**config.mk**
```make
export PLATFORM = sky130hd
export DESIGN_NAME = sb_occupancy_counter
export DESIGN_NICKNAME = d
export VERILOG_FILES = /design/src/store_buffer/sb_occupancy_counter.sv
export SDC_FILE = /design/constraint.sdc
export NUM_CORES = 1
export LEC_CHECK = 0
export BUFFER_PORTS_ARGS = -buffer_cell sky130_fd_sc_hd__buf_2
export CAP_MARGIN = 5
export CORE_MARGIN = 1.5
export CORE_UTILIZATION = 56
export DETAILED_ROUTE_END_ITERATION = 6
export PLACE_DENSITY_LB_ADDON = 0.05
export REMOVE_ABC_BUFFERS = 1
export SYNTH_ARGS = -nofsm -noshare
export SYNTH_HDL_FRONTEND = slang
export SYNTH_SLANG_ARGS = --single-unit
```
**constraint.sdc**
```tcl
create_clock -name cpu_clk_i -period 3.45 [get_ports cpu_clk_i]
set_input_delay 0.345 -clock cpu_clk_i [delete_from_list [all_inputs] [get_ports cpu_clk_i]]
set_output_delay 0.345 -clock cpu_clk_i [all_outputs]
set_load 0.03 [all_outputs]
```
**src/store_buffer/sb_occupancy_counter.sv**
```systemverilog
/*
  Store buffer occupancy
  - head pointer with wrap bit, tail derived from the total count
  - total and committed entry counts
  - drain request, full and empty flags
*/
`timescale 1ns/1ps

module sb_occupancy_counter #(
  parameter  int SB_ENTRIES = 8,
  localparam int PTR_W      = $clog2(SB_ENTRIES) + 1
) (
  input  logic             cpu_clk_i,
  input  logic             rst_n_i,
  input  logic             flush_i,
  input  logic             enq_i,
  input  logic             commit_i,
  output logic             drain_o,
  output logic [PTR_W-1:0] head_o,
  output logic [PTR_W-1:0] tail_o,
  output logic [PTR_W-1:0] committed_o,
  output logic             full_o,
  output logic             empty_o
);
  logic [PTR_W-1:0] head_q;
  logic [PTR_W-1:0] total_q;
  logic [PTR_W-1:0] total_d;
  logic [PTR_W-1:0] cmt_q;
  logic [PTR_W-1:0] cmt_d;

  // Committed stores leave one per cycle
  assign drain_o = cmt_q != '0;
  assign cmt_d   = cmt_q + PTR_W'(commit_i) - PTR_W'(drain_o);

  // Flush keeps only committed stores, counting this cycle's pop
  assign total_d = flush_i ? cmt_d : total_q + PTR_W'(enq_i) - PTR_W'(drain_o);

  always_ff @(posedge cpu_clk_i or negedge rst_n_i) begin
    if (!rst_n_i) begin
      head_q  <= '0;
      total_q <= '0;
      cmt_q   <= '0;
    end else begin
      head_q  <= head_q + PTR_W'(drain_o);
      total_q <= total_d;
      cmt_q   <= cmt_d;
    end
  end

  assign head_o      = head_q;
  assign tail_o      = head_q + total_q;
  assign committed_o = cmt_q;
  assign empty_o     = total_q == '0;

  // A store leaving the AGU this cycle already claims its slot
  assign full_o = (total_q == PTR_W'(SB_ENTRIES)) ||
                  (enq_i && total_q == PTR_W'(SB_ENTRIES - 1));

endmodule

```
==> key figures <==
Finish
  • Fillers: 114
  • Inserted Diodes: 0
  • Most frequent cells in the layout: 19 x inv_1, 19 x buf_2, 17 x ha_1
  • Layout net count: 133
  • Layout cells sized above 1: 22.64%
  • P&R area growth vs syn: 16.35%

Setup path
  • CP Launch Type: flop
  • Worst-path fanout max: 4
  • Crit path arrival time: 2.41 ns
  • Setup CP Type: reg2reg
  • Worst Setup End Kind: flop
  • Reg2Reg Setup Slack: 1.23 ns
  • CP required: 3.64 ns

Global routing
  • GR Util All Layers: 20.78%
  • Largest net degree at the start of global routing: 13
  • Antenna violations before repair: 0
  • First-pass GRT wire length: 2732 um
  • Number of global-route vias before repair: 620
  • Gr ovfl total: 0

Logic synthesis
  • Post-Synth Simple-Gate Area: 8.828%
  • Synth Area in XOR/XNOR: 8.104%
  • Cell count after synthesis: 84
  • Largest family of logic cells by synthesized area: adder cells
  • Synth Register Bits: 12
  • Post-synthesis sequential area ratio: 34.73%
  • Unique masters post-synth: 20
  • Synthesized cell area: 864.6 um2
  • Synthesized area per cell: 10.29 um2
  • Compound-Gate Fraction of Synth Area: 5.499%
  • Synth Area in Adders: 31.55%
  • Synth warn: 0
  • Mux contribution to synthesized area: 2.460%

Route
  • DR pass1 iterations: 4
  • Via count: 633
  • WL final: 1594 um
  • # DRC: 0
  • Wire per inst: 13.17 um
  • Vias/cell: 5.231
  • Post-DRT Antenna Nets: 0
  • Initial drt markers: 5

Clocking
  • Worst-path clk slew: 0.07 ns
  • Clk root buf: clkbuf_4
  • H-tree depth: 1
  • TritonCTS clock tree: done
  • Clk_lat worst skew: 0.27 ns
  • Num Clock Sinks: 12
  • Max clock buf depth: 2
  • CTS Buf Count: 3

Timing
  • Final-report setup violation count: 0
  • Final Max Slew Viols: 0
  • Worst-Margin Slew: 0.2680 ns
  • Tcrit/Tclk final: 64.36%
  • Minimum clock period: 2.220 ns
  • Skew final: 0.002818 ns
  • Unrepaired setup endpoints after global routing: no
  • Fmax: 450.4 MHz
  • Final hold viol count: 0
  • Slew headroom: 82.13%
  • Setup TNS: 0 ns

Die
  • Row count: 13
  • Initial Util: 63.28%
  • I/O pin count: 20
  • Die Width: 42.29 um
  • Die H: 42.29 um
  • Placeable Area: 1366 um2
  • Die ar.: 1788 um2

Placed design
  • IO buf count: 19
  • GP Congestion: 0.7752
  • Hpwl dp: 1335 um

Status
  • Outcome: complete, no violations

Hold path
  • Worst hold path class: in2reg

Run
  • Total of max-cap violations: 0
cell type report:
class / count / area (um2) / area share [%]
clock buffers: 3 / 22.52 / 2.239
multi-input cells: 52 / 488.0 / 48.51
repair buffers: 20 / 105.1 / 10.45
inverters: 19 / 71.32 / 7.090
well taps: 15 / 18.77 / 1.866
flip-flops and latches: 12 / 300.3 / 29.85
through the flow:
step	instances	util [%]	setup WS [ns]	hold slack (ns)	cell area, um2
final	121	73.63	1.230	0.3340	1006
after global routing	121	73.63	1.012	0.3380	1006
after CTS	121	73.63	1.228	0.3280	1006
after detailed placement	117	71.25	1.246	0.2327	973.4
after global placement	117	71.25	1.436	0.2293	973.4
after floorplan	83	-	1.036	0.04941	859.6
synth_stat cells:
cell type,n,area [um2]
a21o_1,2,15.01
nand4b_1,1,8.760
nand2_1,4,15.01
a21oi_1,2,10.01
dfrtp_1,12,300.3
a21oi_2,1,8.760
and3_1,1,6.260
nor2_1,1,3.750
nand4_1,2,12.51
inv_1,19,71.32
mux2i_1,1,10.01
nand3_1,6,30.03
buf_2,1,5.000
xnor2_1,5,43.79
ha_1,17,212.7
fa_1,3,60.06
mux2_2,1,11.26
xor2_1,3,26.28
a211o_1,1,8.760
o21ai_0,1,5.000
metal layers:
layer	global-route usage, %	vias to the layer above	wire length [um]	part of all wire [%]
li1	-	314	-	-
met1	26.67	300	684	43
met2	31.69	14	810	51
met3	5.172	5	63	4.0
met4	11.88	0	36	2.3
met5	0	-	0	0
cell families (layout without fill, tap and decap cells):
group | Yosys count | after routing
adders and majority gates | 20 | 20
buffers and inverters | 20 | 42
and+or+nand+nor | 15 | 15
DFF | 12 | 12
xor gates and xnor gates | 8 | 8
AOI/OAI and AO/OA | 7 | 7
muxes | 2 | 2
worst max-delay path, cell delays in order, from the launching register on:
cell and delay, ns:
dfrtp_1 0.38, inv_1 0.09, ha_1 0.15, nand3_1 0.15, ha_1 0.31, inv_1 0.06
ha_1 0.16, inv_1 0.06, fa_1 0.38, xnor2_1 0.24, nand2_1 0.08, o21ai_0 0.08
final timing paths:
path,from,end,depth (start not counted)
max in group asynchronous,rst_n_i,committed_o[2]$_DFF_PN0_,2
worst min-delay path,commit_i,committed_o[0]$_DFF_PN0_,2
worst max register to register,committed_o[2]$_DFF_PN0_,total_q[2]$_DFF_PN0_,11
worst min register to register,head_o[3]$_DFF_PN0_,head_o[3]$_DFF_PN0_,1
worst max-delay path,committed_o[2]$_DFF_PN0_,total_q[2]$_DFF_PN0_,11
min in group asynchronous,rst_n_i,committed_o[0]$_DFF_PN0_,2
state kept, by name, summed over array words and instances, names as in the netlist:
register / count
committed_o: 4
head_o: 4
total_q: 4
what timing repair did:
action | in CTS | in global routing
gates resized for setup | 0 | 0
hold endpoints to repair | 12 | 0
hold buffers | 1 | 0
buffers inserted | 0 | 0
Power is not shown: default switching activity piles up to over one toggle a cycle in this logic, so the estimate is an artifact.
