<file path="config.mk">
export PLATFORM = sky130hd
export DESIGN_NAME = load_ctrl_fsm
export DESIGN_NICKNAME = d
export VERILOG_FILES = /design/src/common/mem_pkg.sv /design/src/hdl/load_ctrl_fsm.sv
export SDC_FILE = /design/constraint.sdc
export NUM_CORES = 1
export LEC_CHECK = 0
export BUFFER_PORTS_ARGS = -buffer_cell sky130_fd_sc_hd__buf_2
export CAP_MARGIN = 20
export CORE_MARGIN = 3
export CORE_UTILIZATION = 37
export DETAILED_ROUTE_END_ITERATION = 8
export GPL_ROUTABILITY_DRIVEN = 0
export PLACE_DENSITY = 0.78
export RECOVER_POWER = 25
export SLEW_MARGIN = 40
export SYNTH_ARGS = -nofsm -noshare
export SYNTH_HDL_FRONTEND = slang
export SYNTH_SLANG_ARGS = --single-unit
</file>
<file path="constraint.sdc">
create_clock -name cpu_clk_i -period 3.1 [get_ports cpu_clk_i]
set_clock_uncertainty 0.1 [all_clocks]
set_input_delay 0.62 -clock cpu_clk_i [delete_from_list [all_inputs] [get_ports cpu_clk_i]]
set_output_delay 0.62 -clock cpu_clk_i [all_outputs]
set_load 0.03 [all_outputs]
</file>
<file path="src/common/mem_pkg.sv">
/*
  Shared definitions for the load/store unit
  - fixed widths and payload types
  - operation, forwarding and exception encodings
  - load classification and result formatting helpers
*/
package mem_pkg;

  // ROB id width is fixed by the core
  localparam int ROB_W = 5;

  typedef logic [ROB_W-1:0] rob_id_t;
  typedef logic [5:0]       preg_t;
  typedef logic [31:0]      word_t;
  typedef logic [3:0]       mask_t;

  typedef enum logic [2:0] {
    OP_LB, OP_LH, OP_LW, OP_LBU,
    OP_LHU, OP_SB, OP_SH, OP_SW
  } mem_op_e;

  typedef enum logic [1:0] {
    FWD_NONE, FWD_HIT, FWD_STALL
  } fwd_e;

  typedef enum logic [3:0] {
    EXC_LD_MISALIGN = 4'd4,
    EXC_LD_FAULT    = 4'd5,
    EXC_ST_MISALIGN = 4'd6,
    EXC_ST_FAULT    = 4'd7
  } exc_code_e;

  function automatic logic op_is_load(mem_op_e op);
    return op inside {OP_LB, OP_LH, OP_LW, OP_LBU, OP_LHU};
  endfunction

  // Moves the addressed bytes down to bit 0 and extends them
  function automatic word_t load_extend(word_t data, logic [1:0] offset, mem_op_e op);
    word_t shifted;
    shifted = data >> {offset, 3'b000};
    case (op)
      OP_LB:   return {{24{shifted[7]}}, shifted[7:0]};
      OP_LH:   return {{16{shifted[15]}}, shifted[15:0]};
      OP_LBU:  return {24'b0, shifted[7:0]};
      OP_LHU:  return {16'b0, shifted[15:0]};
      default: return shifted;
    endcase
  endfunction

endpackage
</file>
<file path="src/hdl/load_ctrl_fsm.sv">
/*
  Load sequencer
  - takes one load from the AGU stage and holds it
  - store buffer search, stall on partial overlap, RAM read otherwise
  - issue back-pressure and register file writeback
*/
`timescale 1ns/1ps

module load_ctrl_fsm (
  input  logic             cpu_clk_i,
  input  logic             rst_n_i,
  input  logic             flush_i,
  input  logic             agu_vld_i,
  input  mem_pkg::mem_op_e agu_op_i,
  input  mem_pkg::word_t   agu_addr_i,
  input  mem_pkg::mask_t   agu_mask_i,
  input  mem_pkg::rob_id_t agu_rob_i,
  input  mem_pkg::preg_t   agu_dest_i,
  input  logic             agu_exc_i,
  input  logic             sb_full_i,
  input  mem_pkg::fwd_e    fwd_i,
  input  mem_pkg::word_t   fwd_data_i,
  input  mem_pkg::word_t   ram_rdata_i,
  output logic             busy_o,
  output mem_pkg::word_t   fwd_addr_o,
  output mem_pkg::mask_t   fwd_mask_o,
  output logic             ram_re_o,
  output logic [29:0]      ram_raddr_o,
  output logic             rf_we_o,
  output mem_pkg::preg_t   rf_dest_o,
  output mem_pkg::word_t   rf_data_o,
  output logic             ld_cmp_valid_o,
  output mem_pkg::rob_id_t ld_cmp_rob_o
);
  import mem_pkg::*;

  typedef enum logic [1:0] {
    IDLE,
    LOOKUP,
    WAIT_DRAIN,
    RAM_READ
  } state_e;

  state_e  state_q;
  state_e  state_d;
  logic    agu_load;
  word_t   ld_src;
  mem_op_e ld_op_q;
  word_t   ld_addr_q;
  mask_t   ld_mask_q;
  rob_id_t ld_rob_q;
  preg_t   ld_dest_q;

  assign agu_load = agu_vld_i & op_is_load(agu_op_i);

  // Only one load in flight, so issue waits while one is queued or pending
  assign busy_o = (state_q != IDLE) | agu_load | sb_full_i;

  always_comb begin
    state_d  = state_q;
    ram_re_o = 1'b0;
    rf_we_o  = 1'b0;
    case (state_q)
      IDLE: begin
        if (agu_load && !agu_exc_i) begin
          state_d = LOOKUP;
        end
      end
      LOOKUP, WAIT_DRAIN: begin
        case (fwd_i)
          FWD_HIT: begin
            rf_we_o = 1'b1;
            state_d = IDLE;
          end
          FWD_STALL: state_d = WAIT_DRAIN;
          default: begin
            ram_re_o = 1'b1;
            state_d  = RAM_READ;
          end
        endcase
      end
      RAM_READ: begin
        rf_we_o = 1'b1;
        state_d = IDLE;
      end
      default: state_d = IDLE;
    endcase
    if (flush_i) begin
      state_d  = IDLE;
      ram_re_o = 1'b0;
      rf_we_o  = 1'b0;
    end
  end

  always_ff @(posedge cpu_clk_i or negedge rst_n_i) begin
    if (!rst_n_i) begin
      state_q <= IDLE;
    end else begin
      state_q <= state_d;
    end
  end

  always_ff @(posedge cpu_clk_i) begin
    if (state_q == IDLE && agu_load) begin
      ld_op_q   <= agu_op_i;
      ld_addr_q <= agu_addr_i;
      ld_mask_q <= agu_mask_i;
      ld_rob_q  <= agu_rob_i;
      ld_dest_q <= agu_dest_i;
    end
  end

  assign fwd_addr_o  = ld_addr_q;
  assign fwd_mask_o  = ld_mask_q;
  assign ram_raddr_o = ld_addr_q[31:2];

  // Forwarded word in the search cycle, registered RAM word after a read
  assign ld_src         = (state_q == RAM_READ) ? ram_rdata_i : fwd_data_i;
  assign rf_data_o      = load_extend(ld_src, ld_addr_q[1:0], ld_op_q);
  assign rf_dest_o      = ld_dest_q;
  assign ld_cmp_valid_o = rf_we_o;
  assign ld_cmp_rob_o   = ld_rob_q;

endmodule

</file>
==> impl_metrics.json <==
{
  "finalMaxSlewViolations": 0,
  "syn_to_final_growth_pct": 43.9,
  "register_area_sq_mm": 0.00155,
  "dr.pass1.iters": 4,
  "diodes": 0,
  "finalCriticalPeriod_ns": 3.02,
  "antenna_found_initial": 0,
  "path_clk_slew_ns": 0.11,
  "drt_iter0_markers": 85,
  "path_class": "reg -> out",
  "period_share_pct": 97.4,
  "min_path_type": "in -> reg",
  "hold-worst-slack_ns": 0.374,
  "multi_input_area_sq_mm": 0.00123,
  "wl_per_cell_microns": 18.3,
  "synth_top_area_share_pct": 48.7,
  "rows": 32,
  "vias_per_cell": 5.07,
  "fillCellCount": 688,
  "dpl_cell_area_sq_mm": 0.00422,
  "die_x_microns": 97.3,
  "grt_pass1_wl_microns": 15300,
  "yosys_warnings": 0,
  "layout_common_cells": "buf_2 (224), edfxtp_1 (50), mux2_2 (31), nand2_1 (20), buf_4 (20)",
  "slew_headroom_pct": 66.0,
  "io_pins": 235,
  "cts_tree": "built",
  "finalSetupTns_ns": 0,
  "yosysTopAreaCell": "edfxtp_1",
  "wl_microns": 10300,
  "ys_types": 31,
  "tightest_slew_ns": 0.508,
  "coreArea_sq_mm": 0.00789,
  "final_hold_viol_count": 0,
  "portBuffers": 234,
  "startpoint_type": "register",
  "h-tree-depth": 2,
  "grt_max_degree": 46,
  "yosysSeqAreaShare_pct": 50.3,
  "final_common_cell": "buf_2",
  "grt_util_all_layers_pct": 20.2,
  "die_area_sq_mm": 0.00946,
  "yosys-top-cells-area": "edfxtp_1 (49%), mux2_2 (11%), mux4_2 (10%), buf_4 (7.8%), nand3_1 (2.8%)",
  "drive_above_1_share_pct": 67.5,
  "ys_seq_elements": 52,
  "cp.arrival_ns": 2.30,
  "drc": 0,
  "power.density_mw_per_mm2": 453,
  "dp.cells": 543,
  "cap_violations": 0,
  "num_vias": 2844,
  "cts_buffers": 5,
  "p_leak_nw": 2.11,
  "final_cells": 561,
  "syn_inst": 235,
  "insertion_delay_ns": 0.30,
  "status": "finished, final reports clean",
  "finalInstanceArea_sq_mm": 0.00444,
  "die_h_microns": 97.3,
  "cts_root_buffer": "clkbuf_8",
  "grt_pass1_vias": 2929,
  "synthesis.nets": 361,
  "finalPower_mw": 2.01,
  "clock.fmax_ghz": 0.331,
  "grt_overflow": 0,
  "crit_required_ns": 2.38,
  "syn_area_per_cell_sq_um": 13.1,
  "end_kind": "output pin",
  "cts_sinks": 52,
  "finalSetupViolCount": 0,
  "cp_max_fo": 7,
  "syn-cell-area_sq_mm": 0.00308,
  "dpl.hpwl_microns": 8340,
  "vdd_drop_max_v": 0.000445,
  "layout.nets": 584,
  "postRouteAntennaNets": 0,
  "initial_core_util_pct": 39.1,
  "cts.path.max_buffers": 2
}
[critical path: stages (launching register included)]
cell and delay [ns]:
dfrtp_1 0.42, ha_4 0.23, buf_6 0.14, buf_4 0.14
mux2_2 0.35, mux2_2 0.28, mux2_2 0.26, buf_2 0.17
[cell families (layout without fill, tap and decap cells)]
group                      after synthesis  after routing  synth area share (%)
DFF                                     52             52                  50.3
buffers and inverters                   50            274                  10.5
and+or+nand+nor                         54             54                  8.53
xor gates and xnor gates                 1              1                 0.284
AOI/OAI and AO/OA                       23             23                  4.67
muxes                                   51             51                  24.0
adders and majority gates                4              4                  1.62
[registers in the layout, indices dropped and copies added, names as in the netlist]
signal and cells:
fwd_addr_o 32, fwd_mask_o 4, ld_cmp_rob_o 5, ld_op_q 3, rf_dest_o 6, state_q 2
[layer usage]
metal  track usage [%]  vias up  routed length [microns]
li1                  -     1302                        -
met1              19.9     1323                     3330
met2              37.7      199                     5470
met3              7.82       20                     1230
met4              7.88        0                      225
met5                 0        -                        0
[report_power, final]
group / total [mW] / internal [mW] / switching (mW) / leakage (nW)
logic: 0.727 / 0.254 / 0.472 / 1.56
registers: 0.867 / 0.840 / 0.0265 / 0.496
clock network: 0.415 / 0.170 / 0.245 / 0.0515
[through the flow]
stage / util, % / setup WS [ns]
floorplan: - / 0.273
global route: 56.2 / -0.00413
CTS: 55.1 / 0.00816
global placement: 53.5 / 0.258
detailed placement: 53.5 / 0.193
finish: 56.2 / 0.0817
[cells in the mapped netlist, drive strengths merged]
cell type,number
a21oi,2
a22oi,8
a2bb2o,1
a31oi,1
and3b,1
buf,42
clkbuf,2
dfrtp,2
edfxtp,50
ha,4
inv,6
mux2,31
mux2i,5
mux4,15
nand2,20
nand2b,1
nand3,17
nand3b,2
nand4b,1
nor2,6
nor2b,1
nor3,3
o211ai,1
o21ai,10
or4b,2
xor2,1
[final timing paths]
| check | to | cells past startpoint | startpoint | slack [ns] |
|---|---|---|---|---|
| worst max-delay path | rf_data_o[5] | 7 | state_q[1] | 0.08 |
| worst min-delay path | ld_cmp_rob_o[2] | 1 | agu_rob_i[2] | 0.37 |
| worst max register to register | state_q[1] | 7 | state_q[1] | 1.15 |
| worst min register to register | state_q[0] | 3 | state_q[0] | 0.60 |
| max in group asynchronous | state_q[0] | 2 | rst_n_i | 2.25 |
| min in group asynchronous | state_q[1] | 2 | rst_n_i | 0.52 |
[cell type report]
cell class / count / area share (%)
Sequential cell: 52 / 35.0
Multi-Input combinational cell: 133 / 27.6
Tap cell: 102 / 2.88
Clock buffer: 5 / 1.55
Clock inverter: 3 / 0.762
Inverter: 6 / 0.508
Timing Repair Buffer: 260 / 31.7
[what timing repair did]
item | CTS | global route
hold buffers | 1 | 0
setup endpoints to repair | 29 | 25
endpoints found under the hold margin | 2 | 0
pin swaps | 0 | 1
setup buffers | 0 | 9
resized for setup | 1 | 9
No activity file was read; power rests on OpenSTA's default activity.
