<file path="config.mk">
export PLATFORM = sky130hd
export DESIGN_NAME = store_buffer
export DESIGN_NICKNAME = d
export VERILOG_FILES = /design/src/common/mem_pkg.sv /design/src/store_buffer/store_buffer.sv
export SDC_FILE = /design/constraint.sdc
export NUM_CORES = 2
export LEC_CHECK = 0
export ABC_AREA = 1
export BUFFER_PORTS_ARGS = -buffer_cell sky130_fd_sc_hd__buf_2
export CORE_ASPECT_RATIO = 0.9
export CORE_MARGIN = 5
export CORE_UTILIZATION = 45
export CTS_BUF_LIST = sky130_fd_sc_hd__clkbuf_4 sky130_fd_sc_hd__clkbuf_8
export DETAILED_ROUTE_END_ITERATION = 10
export PLACE_DENSITY = 0.59
export SYNTH_ARGS = -nofsm -noshare
export SYNTH_HDL_FRONTEND = slang
export SYNTH_SLANG_ARGS = --single-unit
</file>
<file path="constraint.sdc">
create_clock -name cpu_clk_i -period 12.6 [get_ports cpu_clk_i]
set_clock_uncertainty 0.2 [all_clocks]
set_input_delay 1.89 -clock cpu_clk_i [delete_from_list [all_inputs] [get_ports cpu_clk_i]]
set_output_delay 1.89 -clock cpu_clk_i [all_outputs]
set_load 0.02 [all_outputs]
</file>
<file path="src/common/mem_pkg.sv">
/*
  Shared definitions for the load/store unit
  - fixed widths and payload types
  - operation, forwarding and exception encodings
  - load classification and result formatting helpers
*/
package mem_pkg;

  // ROB id width is fixed by the core
  localparam int ROB_W = 5;

  typedef logic [ROB_W-1:0] rob_id_t;
  typedef logic [5:0]       preg_t;
  typedef logic [31:0]      word_t;
  typedef logic [3:0]       mask_t;

  typedef enum logic [2:0] {
    OP_LB, OP_LH, OP_LW, OP_LBU,
    OP_LHU, OP_SB, OP_SH, OP_SW
  } mem_op_e;

  typedef enum logic [1:0] {
    FWD_NONE, FWD_HIT, FWD_STALL
  } fwd_e;

  typedef enum logic [3:0] {
    EXC_LD_MISALIGN = 4'd4,
    EXC_LD_FAULT    = 4'd5,
    EXC_ST_MISALIGN = 4'd6,
    EXC_ST_FAULT    = 4'd7
  } exc_code_e;

  function automatic logic op_is_load(mem_op_e op);
    return op inside {OP_LB, OP_LH, OP_LW, OP_LBU, OP_LHU};
  endfunction

  // Moves the addressed bytes down to bit 0 and extends them
  function automatic word_t load_extend(word_t data, logic [1:0] offset, mem_op_e op);
    word_t shifted;
    shifted = data >> {offset, 3'b000};
    case (op)
      OP_LB:   return {{24{shifted[7]}}, shifted[7:0]};
      OP_LH:   return {{16{shifted[15]}}, shifted[15:0]};
      OP_LBU:  return {24'b0, shifted[7:0]};
      OP_LHU:  return {16'b0, shifted[15:0]};
      default: return shifted;
    endcase
  endfunction

endpackage
</file>
<file path="src/store_buffer/store_buffer.sv">
/*
  Store buffer entry array
  - enqueue at the tail, drain of the head entry into the data RAM
  - valid bits trimmed to the live head..tail window after a flush
  - combinational forwarding search, youngest entry first
*/
`timescale 1ns/1ps

module store_buffer #(
  parameter  int SB_ENTRIES = 8,
  localparam int IDX_W      = $clog2(SB_ENTRIES),
  localparam int PTR_W      = IDX_W + 1
) (
  input  logic             cpu_clk_i,
  input  logic             rst_n_i,
  input  logic             enq_i,
  input  mem_pkg::word_t   enq_addr_i,
  input  mem_pkg::mask_t   enq_mask_i,
  input  mem_pkg::word_t   enq_data_i,
  input  logic             drain_i,
  input  logic [PTR_W-1:0] head_i,
  input  logic [PTR_W-1:0] tail_i,
  input  mem_pkg::word_t   fwd_addr_i,
  input  mem_pkg::mask_t   fwd_mask_i,
  output mem_pkg::fwd_e    fwd_o,
  output mem_pkg::word_t   fwd_data_o,
  output logic             ram_we_o,
  output logic [29:0]      ram_addr_o,
  output mem_pkg::mask_t   ram_mask_o,
  output mem_pkg::word_t   ram_data_o
);
  import mem_pkg::*;

  logic [29:0]           addr_q [SB_ENTRIES];
  mask_t                 mask_q [SB_ENTRIES];
  word_t                 data_q [SB_ENTRIES];
  logic [SB_ENTRIES-1:0] vld_q;
  logic [SB_ENTRIES-1:0] live;
  logic [IDX_W-1:0]      head_idx;
  logic [IDX_W-1:0]      tail_idx;
  logic [PTR_W-1:0]      occupancy;

  assign head_idx  = head_i[IDX_W-1:0];
  assign tail_idx  = tail_i[IDX_W-1:0];
  assign occupancy = tail_i - head_i;

  // Slots between head and tail, which shrinks when a flush pulls the tail back
  always_comb begin
    logic [IDX_W-1:0] offset;
    for (int i = 0; i < SB_ENTRIES; i++) begin
      offset  = IDX_W'(i) - head_idx;
      live[i] = {1'b0, offset} < occupancy;
    end
  end

  always_ff @(posedge cpu_clk_i or negedge rst_n_i) begin
    if (!rst_n_i) begin
      vld_q <= '0;
    end else begin
      for (int i = 0; i < SB_ENTRIES; i++) begin
        if (enq_i && tail_idx == IDX_W'(i)) begin
          vld_q[i] <= 1'b1;
        end else if (drain_i && head_idx == IDX_W'(i)) begin
          vld_q[i] <= 1'b0;
        end else begin
          vld_q[i] <= vld_q[i] & live[i];
        end
      end
    end
  end

  always_ff @(posedge cpu_clk_i) begin
    if (enq_i) begin
      addr_q[tail_idx] <= enq_addr_i[31:2];
      mask_q[tail_idx] <= enq_mask_i;
      data_q[tail_idx] <= enq_data_i;
    end
  end

  // Head entry goes straight to the RAM write port
  assign ram_we_o   = drain_i;
  assign ram_addr_o = addr_q[head_idx];
  assign ram_mask_o = mask_q[head_idx];
  assign ram_data_o = data_q[head_idx];

  // First overlapping entry walking back from the tail decides the result
  always_comb begin
    logic             found;
    logic [IDX_W-1:0] idx;
    found      = 1'b0;
    fwd_o      = FWD_NONE;
    fwd_data_o = '0;
    for (int k = 0; k < SB_ENTRIES; k++) begin
      idx = tail_idx - IDX_W'(k + 1);
      if (!found && vld_q[idx] && addr_q[idx] == fwd_addr_i[31:2] &&
          |(mask_q[idx] & fwd_mask_i)) begin
        found      = 1'b1;
        fwd_data_o = data_q[idx];
        if ((mask_q[idx] & fwd_mask_i) == fwd_mask_i) begin
          fwd_o = FWD_HIT;
        end else begin
          fwd_o = FWD_STALL;
        end
      end
    end
  end

endmodule

</file>
==> metrics.md <==
| Metric | Value |
|---|---|
| Outcome | `finished, final reports clean` |
| Leakage Power | `0.0206 uW` |
| Yosys synthesis warning count | `0` |
| Mean area per synthesized cell | `about 6.5 um^2` |
| Most numerous cell in the Yosys netlist | `sky130_fd_sc_hd__nand2_1` |
| Signed area change from the synthesized netlist to the final layout | `7.26%` |
| Min cycle time layout | `between 10,000 and 15,000 ps` |
| WL/cell | `24.0 um` |
| Relative slew slack | `0.148` |
| RSZ-0062 raised after global routing | `false` |
| Compound-gate portion of the synthesized area | `0.197` |
| Via/cell ratio | `slightly above 6` |
| Core region area | `roughly 100,000 um^2` |
| Number of violations reported at the end of detailed-routing iteration 0 | `about 6,600` |
| Cell count of the worst hold path | `1` |
| Share of the yosys chip area belonging to registers | `0.357` |
| Minimum setup slack after placement | `~1700 ps` |
| Area of combinational cells with multiple inputs | `~25,000 um^2` |
| Top post-synthesis cells by area | `sky130_fd_sc_hd__edfxtp_1 35%, sky130_fd_sc_hd__nand2_1 18%, sky130_fd_sc_hd__nand3_1 11%, sky130_fd_sc_hd__o21ai_0 11%, sky130_fd_sc_hd__nor2_1 4.0%` |
| Hold Slack | `371 ps` |
| Buffer cell driving the clock tree root | `sky130_fd_sc_hd__clkbuf_8` |
| Clock latency of the later-clocked register in the worst-skew pair | `about 780 ps` |
| Combinational family with the most area after synthesis | `simple AND/OR/NAND/NOR gates` |
| Sum of net half-perimeters after detailed placement | `about 130,000 um` |
| Starting Density | `0.451` |
| # rows | `110` |
| 1st-pass router iterations | `7` |
| Total of fill cells in the finished design | `about 10,000` |
| Multiplexer share of the synthesized area | `0` |
| Overall routed net length | `approximately 200,000 um` |
| Top Ports | `approximately 220` |
| Global-route wire length before repair | `between 200,000 and 300,000 um` |
| CTS tree | `done` |
| Flip-flop and latch count after synthesis | `536` |
| Power per cell area | `between 100 and 150 nW/um^2` |
| Initial antenna violation count | `30` |
| Core Util, Final | `0.484` |
| Crit path required time | `roughly 11,000 ps` |
| Setup Total Neg Slack | `0 ps` |
| Overall track demand over capacity in global routing | `0.354` |
| Worst hold path type | `reg2reg` |
| Vias in the first global route | `around 43,000` |
| Synth Net Count | `approximately 7,000` |
| Number of cells on the worst reg-to-reg path | `2` |
| Number of instances in the synthesized netlist | `6,860` |
| Inserted Clock Buffers | `96` |
| Hold path startpoint | `vld_q[6]` |
| Worst slew pin tran | `between 1000 and 1500 ps` |
| # hold bufs at CTS | `0` |
| Flop-to-flop setup slack | `roughly 12,000 ps` |
| Largest incremental delay on the critical path | `~760 ps` |
| Count of max-cap constraint violations | `0` |
| Count of instances resized after the clock tree is built | `0` |
| Maximum level of the CTS H-tree | `3` |
| Area of the die | `~110,000 um^2` |
| Total setup buffers inserted after CTS | `0` |
| Category of the most critical setup path | `in2out` |
| Fraction of post-synthesis cell area in the top cell type by area | `0.353` |
| Maximum fanout along the worst path | `between 100 and 150` |
| Fraction of synthesis flops using an asynchronous set or reset pin | `0.0149` |
| Placed instance count | `~8,000` |
| Final hold viol count | `0` |
| XOR/XNOR share of the synthesized area | `0.00994` |
| Clock-pin slew on the worst setup and hold paths | `approximately 60 ps` |
| Number of design rule violations left after detail routing | `0` |
| Post-synthesis cell type count | `49` |
| Cell occurring most often along the worst timing path | `sky130_fd_sc_hd__nand2_1` |
| Achievable clock frequency | `90.0 MHz` |
| Final-report max-slew violation count | `0` |
| Startpoint of the most critical register-to-register path | `vld_q[1]` |
| Maximum number of pins on one net before global-route repair | `approximately 180` |
| Buffer levels on the longest clock path | `3` |
| Worst IR drop on VDD | `around 0.000074 V` |
| Count of input and output buffers | `~210` |
| Final estimated routing congestion in global placement | `approximately 1.0` |
| Footprint of the flip-flops and latches | `around 16,000 um^2` |
| Cell type of the slowest stage on the worst timing path | `sky130_fd_sc_hd__buf_4` |
| Worst Hold Path EP | `vld_q[6]` |
| Final worst-path cycle share | `0.882` |
| Data arrival at the endpoint of the critical path | `about 9000 ps` |
| Cell taking the most area after synthesis | `sky130_fd_sc_hd__edfxtp_1` |
| Final worst slack | `1490 ps` |
| Number of nets in the layout | `6,880` |
| Kind of start point of the critical path | `input port` |
| Non-filler cells in the finished layout | `8,166` |
| Die Wd | `343 um` |
| Post-synthesis share of cell area spent on and, or, nand and nor gates | `0.342` |
| Adder-cell share of the synthesized area | `0.00953` |
| Share of final-layout standard cells stronger than drive strength 1 | `0.0699` |
| Antenna Violating Nets Remaining | `0` |
| Crit Reg-Reg Endpoint | `vld_q[1]` |
| Global route overflow | `0` |
| Critical path endpoint category | `output pin` |
| Number of synthesized flops with an enable pin | `528` |
| Synthesized area | `between 40,000 and 50,000 um^2` |
| Final setup violation count | `0` |
| # clock sinks | `roughly 540` |
| Most used standard cells in the synthesized netlist | `2,117 x sky130_fd_sc_hd__nand2_1, 1,027 x sky130_fd_sc_hd__nand3_1, 970 x sky130_fd_sc_hd__o21ai_0, 528 x sky130_fd_sc_hd__edfxtp_1, 474 x sky130_fd_sc_hd__nor2_1` |
| Total via count after detailed routing | `approximately 49,000` |
| Die height | `about 310 um` |
| Most instantiated flip-flop cell in the synthesis netlist | `sky130_fd_sc_hd__edfxtp_1` |
[cell families (layout without fill, tap and decap cells)]
logic type,count (synthesis),after routing
XOR/XNOR,51,51
adder cells (fa/ha/maj),33,33
other,0,26
AO/OA/AOI/OAI,1606,1606
AND/OR/NAND/NOR,3697,3697
buffers and inverters,937,873
flip-flops,536,536
[state kept, by name, summed over array words and instances (netlist names)]
| name | count |
|---|---|
| data_q | 256 |
| mask_q | 32 |
| vld_q | 8 |
| addr_q | 240 |
[per-stage QoR]
step	instance area [um^2]	power, uW
2_1_floorplan	44900	3060
3_3_place_gp	46300	3560
3_5_place_dp	46300	3570
4_1_cts	48100	5200
5_1_grt	48100	5460
6_report	48200	5240
[power by group]
part / switching (uW) / leakage, uW / total, uW / internal (uW)
Combinational: 1140 / 0.0147 / 1530 / 393
Sequential: 39.6 / 0.00490 / 2070 / 2030
Clock: 793 / 0.000935 / 1640 / 847
Total: 1970 / 0.0206 / 5240 / 3270
[per-layer routing]
layer | routed length [um] | part of all wire | vias up | track usage
met3 | 26200 | 0.13 | 355 | 0.109
met2 | 78900 | 0.40 | 2806 | 0.498
li1 | - | - | 23300 | -
met1 | 84900 | 0.43 | 22900 | 0.522
met4 | 5390 | 0.028 | 14 | 0.0988
met5 | 181 | 0.00093 | - | 0.00621
[area by class of cell]
| type | instances | area share |
|---|---|---|
| Antenna cell | 26 | 0.00135 |
| Clock buffer | 120 | 0.0317 |
| Clock inverter | 43 | 0.00563 |
| Inverter | 423 | 0.0339 |
| Multi-Input combinational cell | 5387 | 0.523 |
| Sequential cell | 536 | 0.333 |
| Tap cell | 1344 | 0.0349 |
| Timing Repair Buffer | 287 | 0.0361 |
[cells in the final DEF (no fill, tap or decap), types with 12 or more instances in the layout]
cell	n
sky130_fd_sc_hd__o211ai_1	120
sky130_fd_sc_hd__a211oi_1	38
sky130_fd_sc_hd__ha_1	28
sky130_fd_sc_hd__a31oi_1	78
sky130_fd_sc_hd__clkbuf_8	100
sky130_fd_sc_hd__nor4_1	16
sky130_fd_sc_hd__buf_2	207
sky130_fd_sc_hd__a21oi_1	213
sky130_fd_sc_hd__clkbuf_4	20
sky130_fd_sc_hd__buf_4	69
sky130_fd_sc_hd__xor2_1	48
sky130_fd_sc_hd__o21ai_1	66
sky130_fd_sc_hd__o21ai_0	970
sky130_fd_sc_hd__nor2_1	466
sky130_fd_sc_hd__diode_2	26
sky130_fd_sc_hd__edfxtp_1	528
sky130_fd_sc_hd__nand4_1	22
sky130_fd_sc_hd__o22ai_1	50
sky130_fd_sc_hd__o21a_1	12
sky130_fd_sc_hd__inv_1	395
sky130_fd_sc_hd__nand3_1	1027
sky130_fd_sc_hd__a221oi_1	29
sky130_fd_sc_hd__nand2_1	2115
sky130_fd_sc_hd__clkinv_1	35
[worst max path at each step]
| stage | to | from | slack (ps) |
|---|---|---|---|
| 3_3_place_gp | fwd_data_o[1] | tail_i[0] | 1770 |
| 3_5_place_dp | fwd_data_o[1] | tail_i[0] | 1720 |
| 6_report | fwd_data_o[7] | tail_i[0] | 1490 |
| 2_1_floorplan | fwd_data_o[21] | tail_i[1] | 4230 |
| 4_1_cts | fwd_data_o[1] | tail_i[0] | 1730 |
| 5_1_grt | fwd_data_o[7] | tail_i[0] | 1180 |
[critical path: cells and delay by family]
family,cells,cell delay [ps]
simple gates,18,2250
buf+inv,9,3690
compound gates,1,240
fa+ha+maj,1,530
Note: power is estimated with default switching activity, not from simulation.
