<file path="config.mk">
export PLATFORM = sky130hd
export DESIGN_NAME = lsu_agu
export DESIGN_NICKNAME = d
export VERILOG_FILES = /design/src/common/mem_pkg.sv /design/src/hdl/lsu_agu.sv
export SDC_FILE = /design/constraint.sdc
export NUM_CORES = 1
export LEC_CHECK = 0
export BUFFER_PORTS_ARGS = -buffer_cell sky130_fd_sc_hd__buf_2
export CORE_AREA = 2 2 92 116
export DETAILED_ROUTE_END_ITERATION = 10
export DIE_AREA = 0 0 94 118
export PLACE_DENSITY = 0.82
export REMOVE_ABC_BUFFERS = 1
export SLEW_MARGIN = 15
export SYNTH_ARGS = -nofsm -noshare
export SYNTH_HDL_FRONTEND = slang
export SYNTH_SLANG_ARGS = --single-unit
</file>
<file path="constraint.sdc">
create_clock -name cpu_clk_i -period 0.9 [get_ports cpu_clk_i]
set_input_delay 0.18 -clock cpu_clk_i [delete_from_list [all_inputs] [get_ports cpu_clk_i]]
set_output_delay 0.18 -clock cpu_clk_i [all_outputs]
set_load 0.005 [all_outputs]
</file>
<file path="src/common/mem_pkg.sv">
/*
  Shared definitions for the load/store unit
  - fixed widths and payload types
  - operation, forwarding and exception encodings
  - load classification and result formatting helpers
*/
package mem_pkg;

  // ROB id width is fixed by the core
  localparam int ROB_W = 5;

  typedef logic [ROB_W-1:0] rob_id_t;
  typedef logic [5:0]       preg_t;
  typedef logic [31:0]      word_t;
  typedef logic [3:0]       mask_t;

  typedef enum logic [2:0] {
    OP_LB, OP_LH, OP_LW, OP_LBU,
    OP_LHU, OP_SB, OP_SH, OP_SW
  } mem_op_e;

  typedef enum logic [1:0] {
    FWD_NONE, FWD_HIT, FWD_STALL
  } fwd_e;

  typedef enum logic [3:0] {
    EXC_LD_MISALIGN = 4'd4,
    EXC_LD_FAULT    = 4'd5,
    EXC_ST_MISALIGN = 4'd6,
    EXC_ST_FAULT    = 4'd7
  } exc_code_e;

  function automatic logic op_is_load(mem_op_e op);
    return op inside {OP_LB, OP_LH, OP_LW, OP_LBU, OP_LHU};
  endfunction

  // Moves the addressed bytes down to bit 0 and extends them
  function automatic word_t load_extend(word_t data, logic [1:0] offset, mem_op_e op);
    word_t shifted;
    shifted = data >> {offset, 3'b000};
    case (op)
      OP_LB:   return {{24{shifted[7]}}, shifted[7:0]};
      OP_LH:   return {{16{shifted[15]}}, shifted[15:0]};
      OP_LBU:  return {24'b0, shifted[7:0]};
      OP_LHU:  return {16'b0, shifted[15:0]};
      default: return shifted;
    endcase
  endfunction

endpackage
</file>
<file path="src/hdl/lsu_agu.sv">
/*
  Address generation stage
  - effective address and byte mask from size and low address bits
  - store data shifted into its byte lanes
  - misaligned and out-of-range fault detection
  - one registered stage, loaded when the unit is not busy
*/
`timescale 1ns/1ps

module lsu_agu #(
  parameter int RAM_WORDS = 256
) (
  input  logic               cpu_clk_i,
  input  logic               rst_n_i,
  input  logic               flush_i,
  input  logic               issue_vld_i,
  input  mem_pkg::mem_op_e   issue_op_i,
  input  mem_pkg::word_t     issue_base_i,
  input  mem_pkg::word_t     issue_imm_i,
  input  mem_pkg::word_t     issue_sdata_i,
  input  mem_pkg::rob_id_t   issue_rob_i,
  input  mem_pkg::preg_t     issue_dest_i,
  input  logic               busy_i,
  output logic               agu_vld_o,
  output mem_pkg::mem_op_e   agu_op_o,
  output mem_pkg::word_t     agu_addr_o,
  output mem_pkg::mask_t     agu_mask_o,
  output mem_pkg::word_t     agu_data_o,
  output mem_pkg::rob_id_t   agu_rob_o,
  output mem_pkg::preg_t     agu_dest_o,
  output logic               agu_exc_o,
  output mem_pkg::exc_code_e agu_exc_code_o
);
  import mem_pkg::*;

  // First byte address past the end of the data RAM
  localparam word_t ADDR_LIMIT = word_t'(RAM_WORDS * 4);

  logic      accept;
  logic      is_load;
  word_t     addr;
  mask_t     mask;
  logic      misalign;
  logic      out_of_range;
  exc_code_e exc_code;

  assign accept       = issue_vld_i & ~busy_i;
  assign is_load      = op_is_load(issue_op_i);
  assign addr         = issue_base_i + issue_imm_i;
  assign out_of_range = addr >= ADDR_LIMIT;

  always_comb begin
    case (issue_op_i)
      OP_LB, OP_LBU, OP_SB: begin
        mask     = mask_t'(4'b0001 << addr[1:0]);
        misalign = 1'b0;
      end
      OP_LH, OP_LHU, OP_SH: begin
        mask     = mask_t'(4'b0011 << addr[1:0]);
        misalign = addr[0];
      end
      default: begin
        mask     = 4'b1111;
        misalign = |addr[1:0];
      end
    endcase
  end

  // Misalignment wins over a range fault
  always_comb begin
    if (misalign) begin
      exc_code = is_load ? EXC_LD_MISALIGN : EXC_ST_MISALIGN;
    end else begin
      exc_code = is_load ? EXC_LD_FAULT : EXC_ST_FAULT;
    end
  end

  always_ff @(posedge cpu_clk_i or negedge rst_n_i) begin
    if (!rst_n_i) begin
      agu_vld_o <= 1'b0;
    end else begin
      agu_vld_o <= accept & ~flush_i;
    end
  end

  always_ff @(posedge cpu_clk_i) begin
    if (accept) begin
      agu_op_o       <= issue_op_i;
      agu_addr_o     <= addr;
      agu_mask_o     <= mask;
      agu_data_o     <= issue_sdata_i << {addr[1:0], 3'b000};
      agu_rob_o      <= issue_rob_i;
      agu_dest_o     <= issue_dest_i;
      agu_exc_o      <= misalign | out_of_range;
      agu_exc_code_o <= exc_code;
    end
  end

endmodule

</file>
==> results of run 1 <==
[layout by cell type, fill, tap and decap left out, types with 10 or more instances in the layout]
cell / n
nand2_1: 28
buf_2: 194
and2_1: 10
a21o_1: 10
nor2b_1: 11
clkbuf_16: 10
a21oi_1: 22
ha_4: 21
nor2_1: 16
buf_4: 123
mux2i_1: 10
edfxtp_1: 85
buf_6: 36
a21oi_2: 18
a211oi_2: 10
inv_1: 11
o21ai_1: 10
o21ai_2: 12
[metal layers]
| layer | share of wire [%] | wire length, um | track usage (%) |
|---|---|---|---|
| met3 | 10 | 2690 | 5.698 |
| met2 | 50 | 12780 | 63.93 |
| met5 | 0 | 0 | 0 |
| met4 | 9.4 | 2406 | 21.20 |
| met1 | 31 | 7845 | 39.19 |
[cell type report]
type                       count  area, sq um
timing repair buffer         364         2515
tap                          129        161.4
clock inverter                 6        92.59
inverter                      13        48.80
multi-input combinational    365         3568
clock buffer                  10        229.0
sequential                    86         2577
fill                         333        808.3
antenna                        1        2.502
[registers in the layout, indices dropped and copies added (netlist names)]
register,cells
agu_data_o,32
agu_exc_o,1
agu_mask_o,4
agu_rob_o,5
agu_dest_o,6
agu_vld_o,1
agu_exc_code_o,2
agu_addr_o,32
agu_op_o,3
[how the worst max path moves through the flow]
stage | start | cells past startpoint | to
6_report | issue_imm_i[0] | 13 | agu_exc_o
3_3_place_gp | issue_base_i[0] | 12 | agu_exc_o
3_5_place_dp | issue_base_i[0] | 12 | agu_exc_o
4_1_cts | issue_imm_i[0] | 12 | agu_exc_o
5_1_grt | issue_imm_i[0] | 13 | agu_exc_o
2_1_floorplan | busy_i | 1 | agu_addr_o[0]
[power by group through the flow]
stage	combinational (mW)	clock [mW]	sequential (mW)
final	6.02	4.15	5.06
after global routing	6.21	4.26	5.08
after CTS	4.91	3.98	5.02
after detailed placement	3.70	0	5.10
after global placement	3.57	0	5.09
after floorplan	1.70	0	5.17
[metrics by stage]
| step | worst slack (ns) | util [%] |
|---|---|---|
| final | -2.163 | 91.92 |
| after global routing | -2.267 | 91.92 |
| after CTS | -1.889 | 87.19 |
| after detailed placement | -2.453 | 72.65 |
| after global placement | -2.404 | 72.65 |
| after floorplan | -3.628 | - |
[logic make-up after synthesis]
kind of cell    after synthesis
fa+ha+maj                    32
xor+xnor                     27
buf+inv                      35
compound gates              140
flops                        86
mux                          18
other cells                   2
simple gates                146
[cell usage after synthesis, drive strengths merged (3+ instances only)]
library cell and instances:
nand2 36, or4 3, a211o 3, nor3 12, a211oi 14, nand4 9
ha 31, nor4 4, buf 10, nor2b 13, o211ai 4, nand3 7
and2 14, mux2i 18, a311oi 3, xor2 12, or3 8, clkbuf 12
o21a 5, nor2 27, and3 4, o21bai 3, edfxtp 85, a21o 11
inv 13, a21oi 46, o21ai 32, xnor2 15
[worst max-delay path: cells and delay by family]
family	cells	cell delay, ns
buffers and inverters	2	0.26
and+or+nand+nor	4	1.23
adders and majority gates	2	0.55
xor gates and xnor gates	1	0.14
AOI/OAI and AO/OA	4	0.78
[timing repair]
action                                  CTS  global route
hold buffers                              2             0
cloned                                    3             1
endpoints found under the hold margin     2             0
endpoints found under the setup margin  156           156
gates resized for setup                 168            88
pin swaps                                77            21
buffers inserted                         29            21
==> results.md, run 1 <==
* Avg Inst Size Synth at 10.80 sq um
* Psw at 4.910 mW
* WHS Endpoint: agu_dest_o[3]
* Number of synthesized flops with an enable pin at 85
* Hold WC Path Type: input port to flip-flop
* WL/cell at 26.41 um
* Post-synth top area share at 48.63%
* Worst-path cell chain: buf_6 -> ha_4 -> fa_2 -> a211oi_4 -> buf_4 -> o211ai_1 -> nand2_1 -> a21oi_2 -> a21boi_1 -> xnor2_1 -> or4_1 -> nor3_2 -> or3b_1
* Fmax at 326.5 MHz
* Seq/Total Area, Yosys at 49.11%
* Max Buffers Root-to-Sink at 2
* DRT Pass-1 Iters at 6
* Synth Area in Simple Gates at 14.59%
* Critical path endpoint category: flip-flop
* Crit Path Max Fanout at 2
* Inserted Clock Buffers at 9
* Slew margin rel. at 62.02%
* Total number of vias at 6,354
* Worst slew pin tran at 0.5685 ns
* Kind of critical path: input port to flip-flop
* TritonCTS clock tree: built
* Power Density at 1656 nW/um^2
* MaxCap Viol Count at 0
* Synth Area in Compound Gates at 17.62%
* P_int at 10.32 mW
* Routed wire length at 25,720 um
* Area of the die at 11,090 sq um
* Sum Neg Setup Slack at -74.72 ns
* Final min period at 3.063 ns
* DP Cell Count at 916
* Yosys warns at 0
* # rows at 41
* H-tree level count at 3
* Top Ports at 203
* Initial core utilization at 52.47%
* CTS Sinks at 86
* Unrepaired setup endpoints after global routing: true
* Detail Route Antenna Nets at 0
* Net Sw Frac at 32.24%
* Top_reg_cell synth: edfxtp_1
* Synth unique cells at 62
* Hold path cells at 1
* First-pass GRT wire length at 30,620 um
* Crit path required time at 0.98 ns
* DRC at 0
* Crit-path max cell delay at 0.55 ns
* Yosys top cell by area: edfxtp_1
* Data arrival, critical path at 3.14 ns
* Die Wd at 94 um
* Final instance area at 9195 sq um
* Port-buffer cells at 200
* Adder-Cell Fraction of Synth Area at 7.771%
* Period utilisation layout at 340.3%
* Placer Congestion at 0.8835
* Total congestion overflow at 0
* Total GRT Usage at 35.87%
* Combinational share of power at 39.5%
* Async SR Flop Fraction at 1.163%
* Fraction of synthesized area in multiplexers at 3.433%
* Largest family of logic cells by synthesized area: compound AO/OA/AOI/OAI gates
* Worst hold margin at 0.02205 ns
* Hold Startpoint: issue_dest_i[3]
* Power share of the clock group at 27.3%
* Area delta synth->final at 75.18%
* Vias per inst at 6.524
* Root buffer cell: clkbuf_16
* Fin worst setup slack at -2.163 ns
* Leakage dissipation at 3.856 nW
* Vias in the first global route at 5,959
* Post-synthesis register bit count at 86
* Finished Layout Cells at 974
* Ranking of synthesized cells by area: edfxtp_1, ha_1, a21oi_1, mux2i_1, o21ai_0
* Detailed placement HPWL at 12,220 um
* Crit-path slowest cell: or4_1
* Total chip power at 15.23 mW
* Placement Cell Area at 7267 sq um
* Post-Synth XOR/XNOR Area at 4.505%
* Synth Instances at 486
* Die H at 118 um
* Nets at 986
* Setup Viol. Count Final at 155
* Mapped Area at 5249 sq um
* Clock transition at path regs at 0.06 ns
* Failing checks: setup timing
* DRT iter0 DRCs at 721
* Layout cells sized above 1 at 62.68%
* Largest net degree at the start of global routing at 48
* Seq pwr share at 33.2%
* CP Launch Type: input port
* Core area at 10,000 sq um
* Fin. Hold Viols at 0
* Status: finished with violations
* Pins Over Slew Limit at 0
* Initial antenna violation count at 1
* Worst IR Drop VDD at 1.506 mV
Note: power is estimated with default switching activity, not from simulation.
==> run 2: changes to the inputs <==
--- a/config.mk
+++ b/config.mk
@@ -5,10 +5,12 @@
 export SDC_FILE = /design/constraint.sdc
 export NUM_CORES = 1
 export LEC_CHECK = 0
-export BUFFER_PORTS_ARGS = -buffer_cell sky130_fd_sc_hd__buf_2
-export CORE_AREA = 2 2 92 116
+export CELL_PAD_IN_SITES_DETAIL_PLACEMENT = 2
+export CELL_PAD_IN_SITES_GLOBAL_PLACEMENT = 2
+export CORE_AREA = 2 2 103 130
 export DETAILED_ROUTE_END_ITERATION = 10
-export DIE_AREA = 0 0 94 118
+export DIE_AREA = 0 0 105 132
+export DONT_BUFFER_PORTS = 1
 export PLACE_DENSITY = 0.82
 export REMOVE_ABC_BUFFERS = 1
 export SLEW_MARGIN = 15
==> run 2 against run 1 <==
Against the previous run:
- the flow now stops in 4_1_cts
- area after synthesis unchanged
- synthesized cell count unchanged
==> results.md, run 2 <==
* Status: did not finish
* Fail Step: 4_1_cts
* Tool error: [ERROR DPL-0033] detailed placement checks failed during check placement.
* Post-synth top area share at 48.63%
* Synth Instances at 486
* H-tree level count at 3
* Ranking of synthesized cells by area: edfxtp_1, ha_1, a21oi_1, mux2i_1, o21ai_0
* Yosys warns at 0
* Post-CTS sizing at 230
* Most common cell in the netlist: edfxtp_1
* Top_reg_cell synth: edfxtp_1
* Post-synthesis register bit count at 86
* Hold Buf Count CTS at 16
* Synth unique cells at 62
* Inserted Clock Buffers at 9
* Max Buffers Root-to-Sink at 2
* Die H at 132 um
* Post-place setup slack at -2.583 ns
* Initial core utilization at 41.83%
* Post-synth top cells: edfxtp_1, a21oi_1, nand2_1
* Top Ports at 203
* Placement Cell Area at 6405 sq um
* Root buffer cell: clkbuf_16
* Placer Congestion at 0.8186
* Detailed placement HPWL at 16,990 um
* Seq/Total Area, Yosys at 49.11%
* CTS Sinks at 86
* Async SR Flop Fraction at 1.163%
* Avg Inst Size Synth at 10.80 sq um
* # rows at 46
* Postcts setup bufs at 25
* Mapped Area at 5249 sq um
* Port-buffer cells at 0
* Number of synthesized flops with an enable pin at 85
* Yosys top cell by area: edfxtp_1
* Die Wd at 105 um
## run 2: per-stage QoR
stage / hold slack (ns) / std cells
floorplan: -0.1156 / 464
detailed placement: -0.1155 / 767
global placement: -0.1156 / 767
## run 2: cells by family after synthesis
family / after synthesis / share of synthesized area, %
xor gates and xnor gates: 27 / 4.505
other: 2 / 0.1431
buffers and inverters: 35 / 2.837
and+or+nand+nor: 146 / 14.59
adders and majority gates: 32 / 7.771
muxes: 18 / 3.433
DFF: 86 / 49.11
AOI/OAI and AO/OA: 140 / 17.62
==> run 3: changes to the inputs <==
==> config.mk (replaced) <==
export PLATFORM = sky130hd
export DESIGN_NAME = lsu_agu
export DESIGN_NICKNAME = d
export VERILOG_FILES = /design/src/common/mem_pkg.sv /design/src/hdl/lsu_agu.sv
export SDC_FILE = /design/constraint.sdc
export NUM_CORES = 1
export LEC_CHECK = 0
export CORE_AREA = 2 2 118 120
export DETAILED_ROUTE_END_ITERATION = 10
export DIE_AREA = 0 0 120 122
export DONT_BUFFER_PORTS = 1
export PLACE_DENSITY_LB_ADDON = 0.15
export REMOVE_ABC_BUFFERS = 1
export SLEW_MARGIN = 15
export SYNTH_ARGS = -nofsm -noshare
export SYNTH_HDL_FRONTEND = slang
export SYNTH_SLANG_ARGS = --single-unit
==> run 3 against run 2 <==
Against the previous run:
- the flow now finishes, with violations (setup timing)
==> results.md, run 3 (same netlist as run 1, synthesis figures left out) <==
* Leakage dissipation at 3.055 nW
* Clock transition at path regs at 0.06 ns
* H-tree level count at 3
* Vias in the first global route at 4,629
* Nets at 794
* Inserted Clock Buffers at 9
* Area delta synth->final at 54.11%
* DP Cell Count at 772
* Kind of critical path: input port to flip-flop
* Detail Route Antenna Nets at 0
* Initial antenna violation count at 0
* Crit Path Max Fanout at 3
* Failing checks: setup timing
* Vias per inst at 5.434
* TritonCTS clock tree: built
* Largest net degree at the start of global routing at 40
* Placer Congestion at 0.8597
* # rows at 43
* Hold path cells at 1
* Biggest regs: agu_addr_o: 32 flops, agu_data_o: 32 flops, agu_dest_o: 6 flops
* Most common cell after layout, fill and taps aside: buf_4
* Area of the die at 14,640 sq um
* Sum Neg Setup Slack at -48.75 ns
* Crit path required time at 0.98 ns
* DRT iter0 DRCs at 280
* Hold WC Path Type: input port to flip-flop
* DRT Pass-1 Iters at 4
* Routed wire length at 15,570 um
* First-pass GRT wire length at 23,480 um
* Port-buffer cells at 0
* DRC at 0
* Initial core utilization at 38.87%
* Final min period at 2.616 ns
* Total number of vias at 4,521
* WL/cell at 18.71 um
* Worst IR Drop VDD at 0.7137 mV
* Total congestion overflow at 0
* Period utilisation layout at 290.6%
* Power Density at 1601 nW/um^2
* Total chip power at 12.95 mW
* Placement Cell Area at 6380 sq um
* Root buffer cell: clkbuf_16
* Top Ports at 203
* Max Buffers Root-to-Sink at 2
* Fin worst setup slack at -1.716 ns
* Fin. Hold Viols at 0
* Setup Viol. Count Final at 124
* MaxCap Viol Count at 0
* Die H at 122 um
* Layout cells sized above 1 at 45.86%
* N_diodes at 0
* Status: finished with violations
* Finished Layout Cells at 832
* Detailed placement HPWL at 11,010 um
* Core area at 13,500 sq um
* Post-place setup slack at -2.485 ns
* WHS Endpoint: agu_exc_code_o[1]
* Pins Over Slew Limit at 0
* Hold Startpoint: issue_op_i[0]
* CTS Sinks at 86
* Commonest cells after routing, fill and taps aside: buf_4, edfxtp_1, nand2_1, a21oi_1, ha_4
* Data arrival, critical path at 2.69 ns
* Unrepaired setup endpoints after global routing: true
* Critical path endpoint category: flip-flop
* Fmax at 382.3 MHz
* Launch point of the worst path: issue_imm_i[0]
* Final instance area at 8089 sq um
* Die Wd at 120 um
* Total GRT Usage at 20.67%
* CP Launch Type: input port
## run 3: metrics by stage
stage,hold slack [ns],util (%)
after floorplan,-0.1156,-
after global placement,-0.1156,47.24
after detailed placement,-0.1155,47.24
after CTS,0.02700,57.46
after global routing,0.03575,59.90
final,0.04022,59.90
## run 3: layout make-up
| type | instances | area [sq um] |
|---|---|---|
| clock inverters | 5 | 26.28 |
| well taps | 180 | 225.2 |
| flip-flops and latches | 86 | 2577 |
| repair buffers | 172 | 1583 |
| clock buffers | 11 | 232.7 |
| multi-input cells | 365 | 3391 |
| inverters | 13 | 53.80 |
| fillers | 1069 | 5415 |
## run 3: worst max-delay path by stage
stage	endpoint	slack (ns)	cells past startpoint
after detailed placement	agu_exc_o	-2.49	11
after global placement	agu_exc_o	-2.41	11
after floorplan	agu_addr_o[0]	-3.63	1
final	agu_exc_o	-1.72	11
after global routing	agu_exc_o	-1.79	11
after CTS	agu_exc_o	-1.81	11
## run 3: what timing repair did
| item | 4_1_cts | 5_1_grt |
|---|---|---|
| resized for setup | 141 | 54 |
| buffers inserted | 23 | 12 |
| cloned | 4 | 1 |
| hold buffers | 16 | 0 |
| setup endpoints to repair | 153 | 154 |
| hold endpoints to repair | 16 | 0 |
| pin swaps | 95 | 40 |
## run 3: metal layers
metal	up-vias	part of all wire (%)	GRT usage [%]
li1	2162	-	-
met1	2164	40	24.06
met2	163	52	37.00
met3	32	5.0	3.605
met4	0	3.1	9.632
met5	-	0	0
## run 3: critical path: stages
cell and delay [ns]:
ha_4 0.14, fa_2 0.37, a211oi_4 0.28, o21ai_2 0.14
a32oi_2 0.24, a21oi_2 0.10, a2111o_1 0.38, nor4_2 0.17
nand4b_1 0.16, nor3_1 0.19, or3b_1 0.35
## run 3: where the power goes
group	switching (mW)	total (mW)	leakage (nW)	internal (mW)
logic	2.04	4.51	2.13	2.47
registers	0.221	5.16	0.798	4.94
clock network	1.43	3.28	0.127	1.85
total	3.69	12.9	3.05	9.25
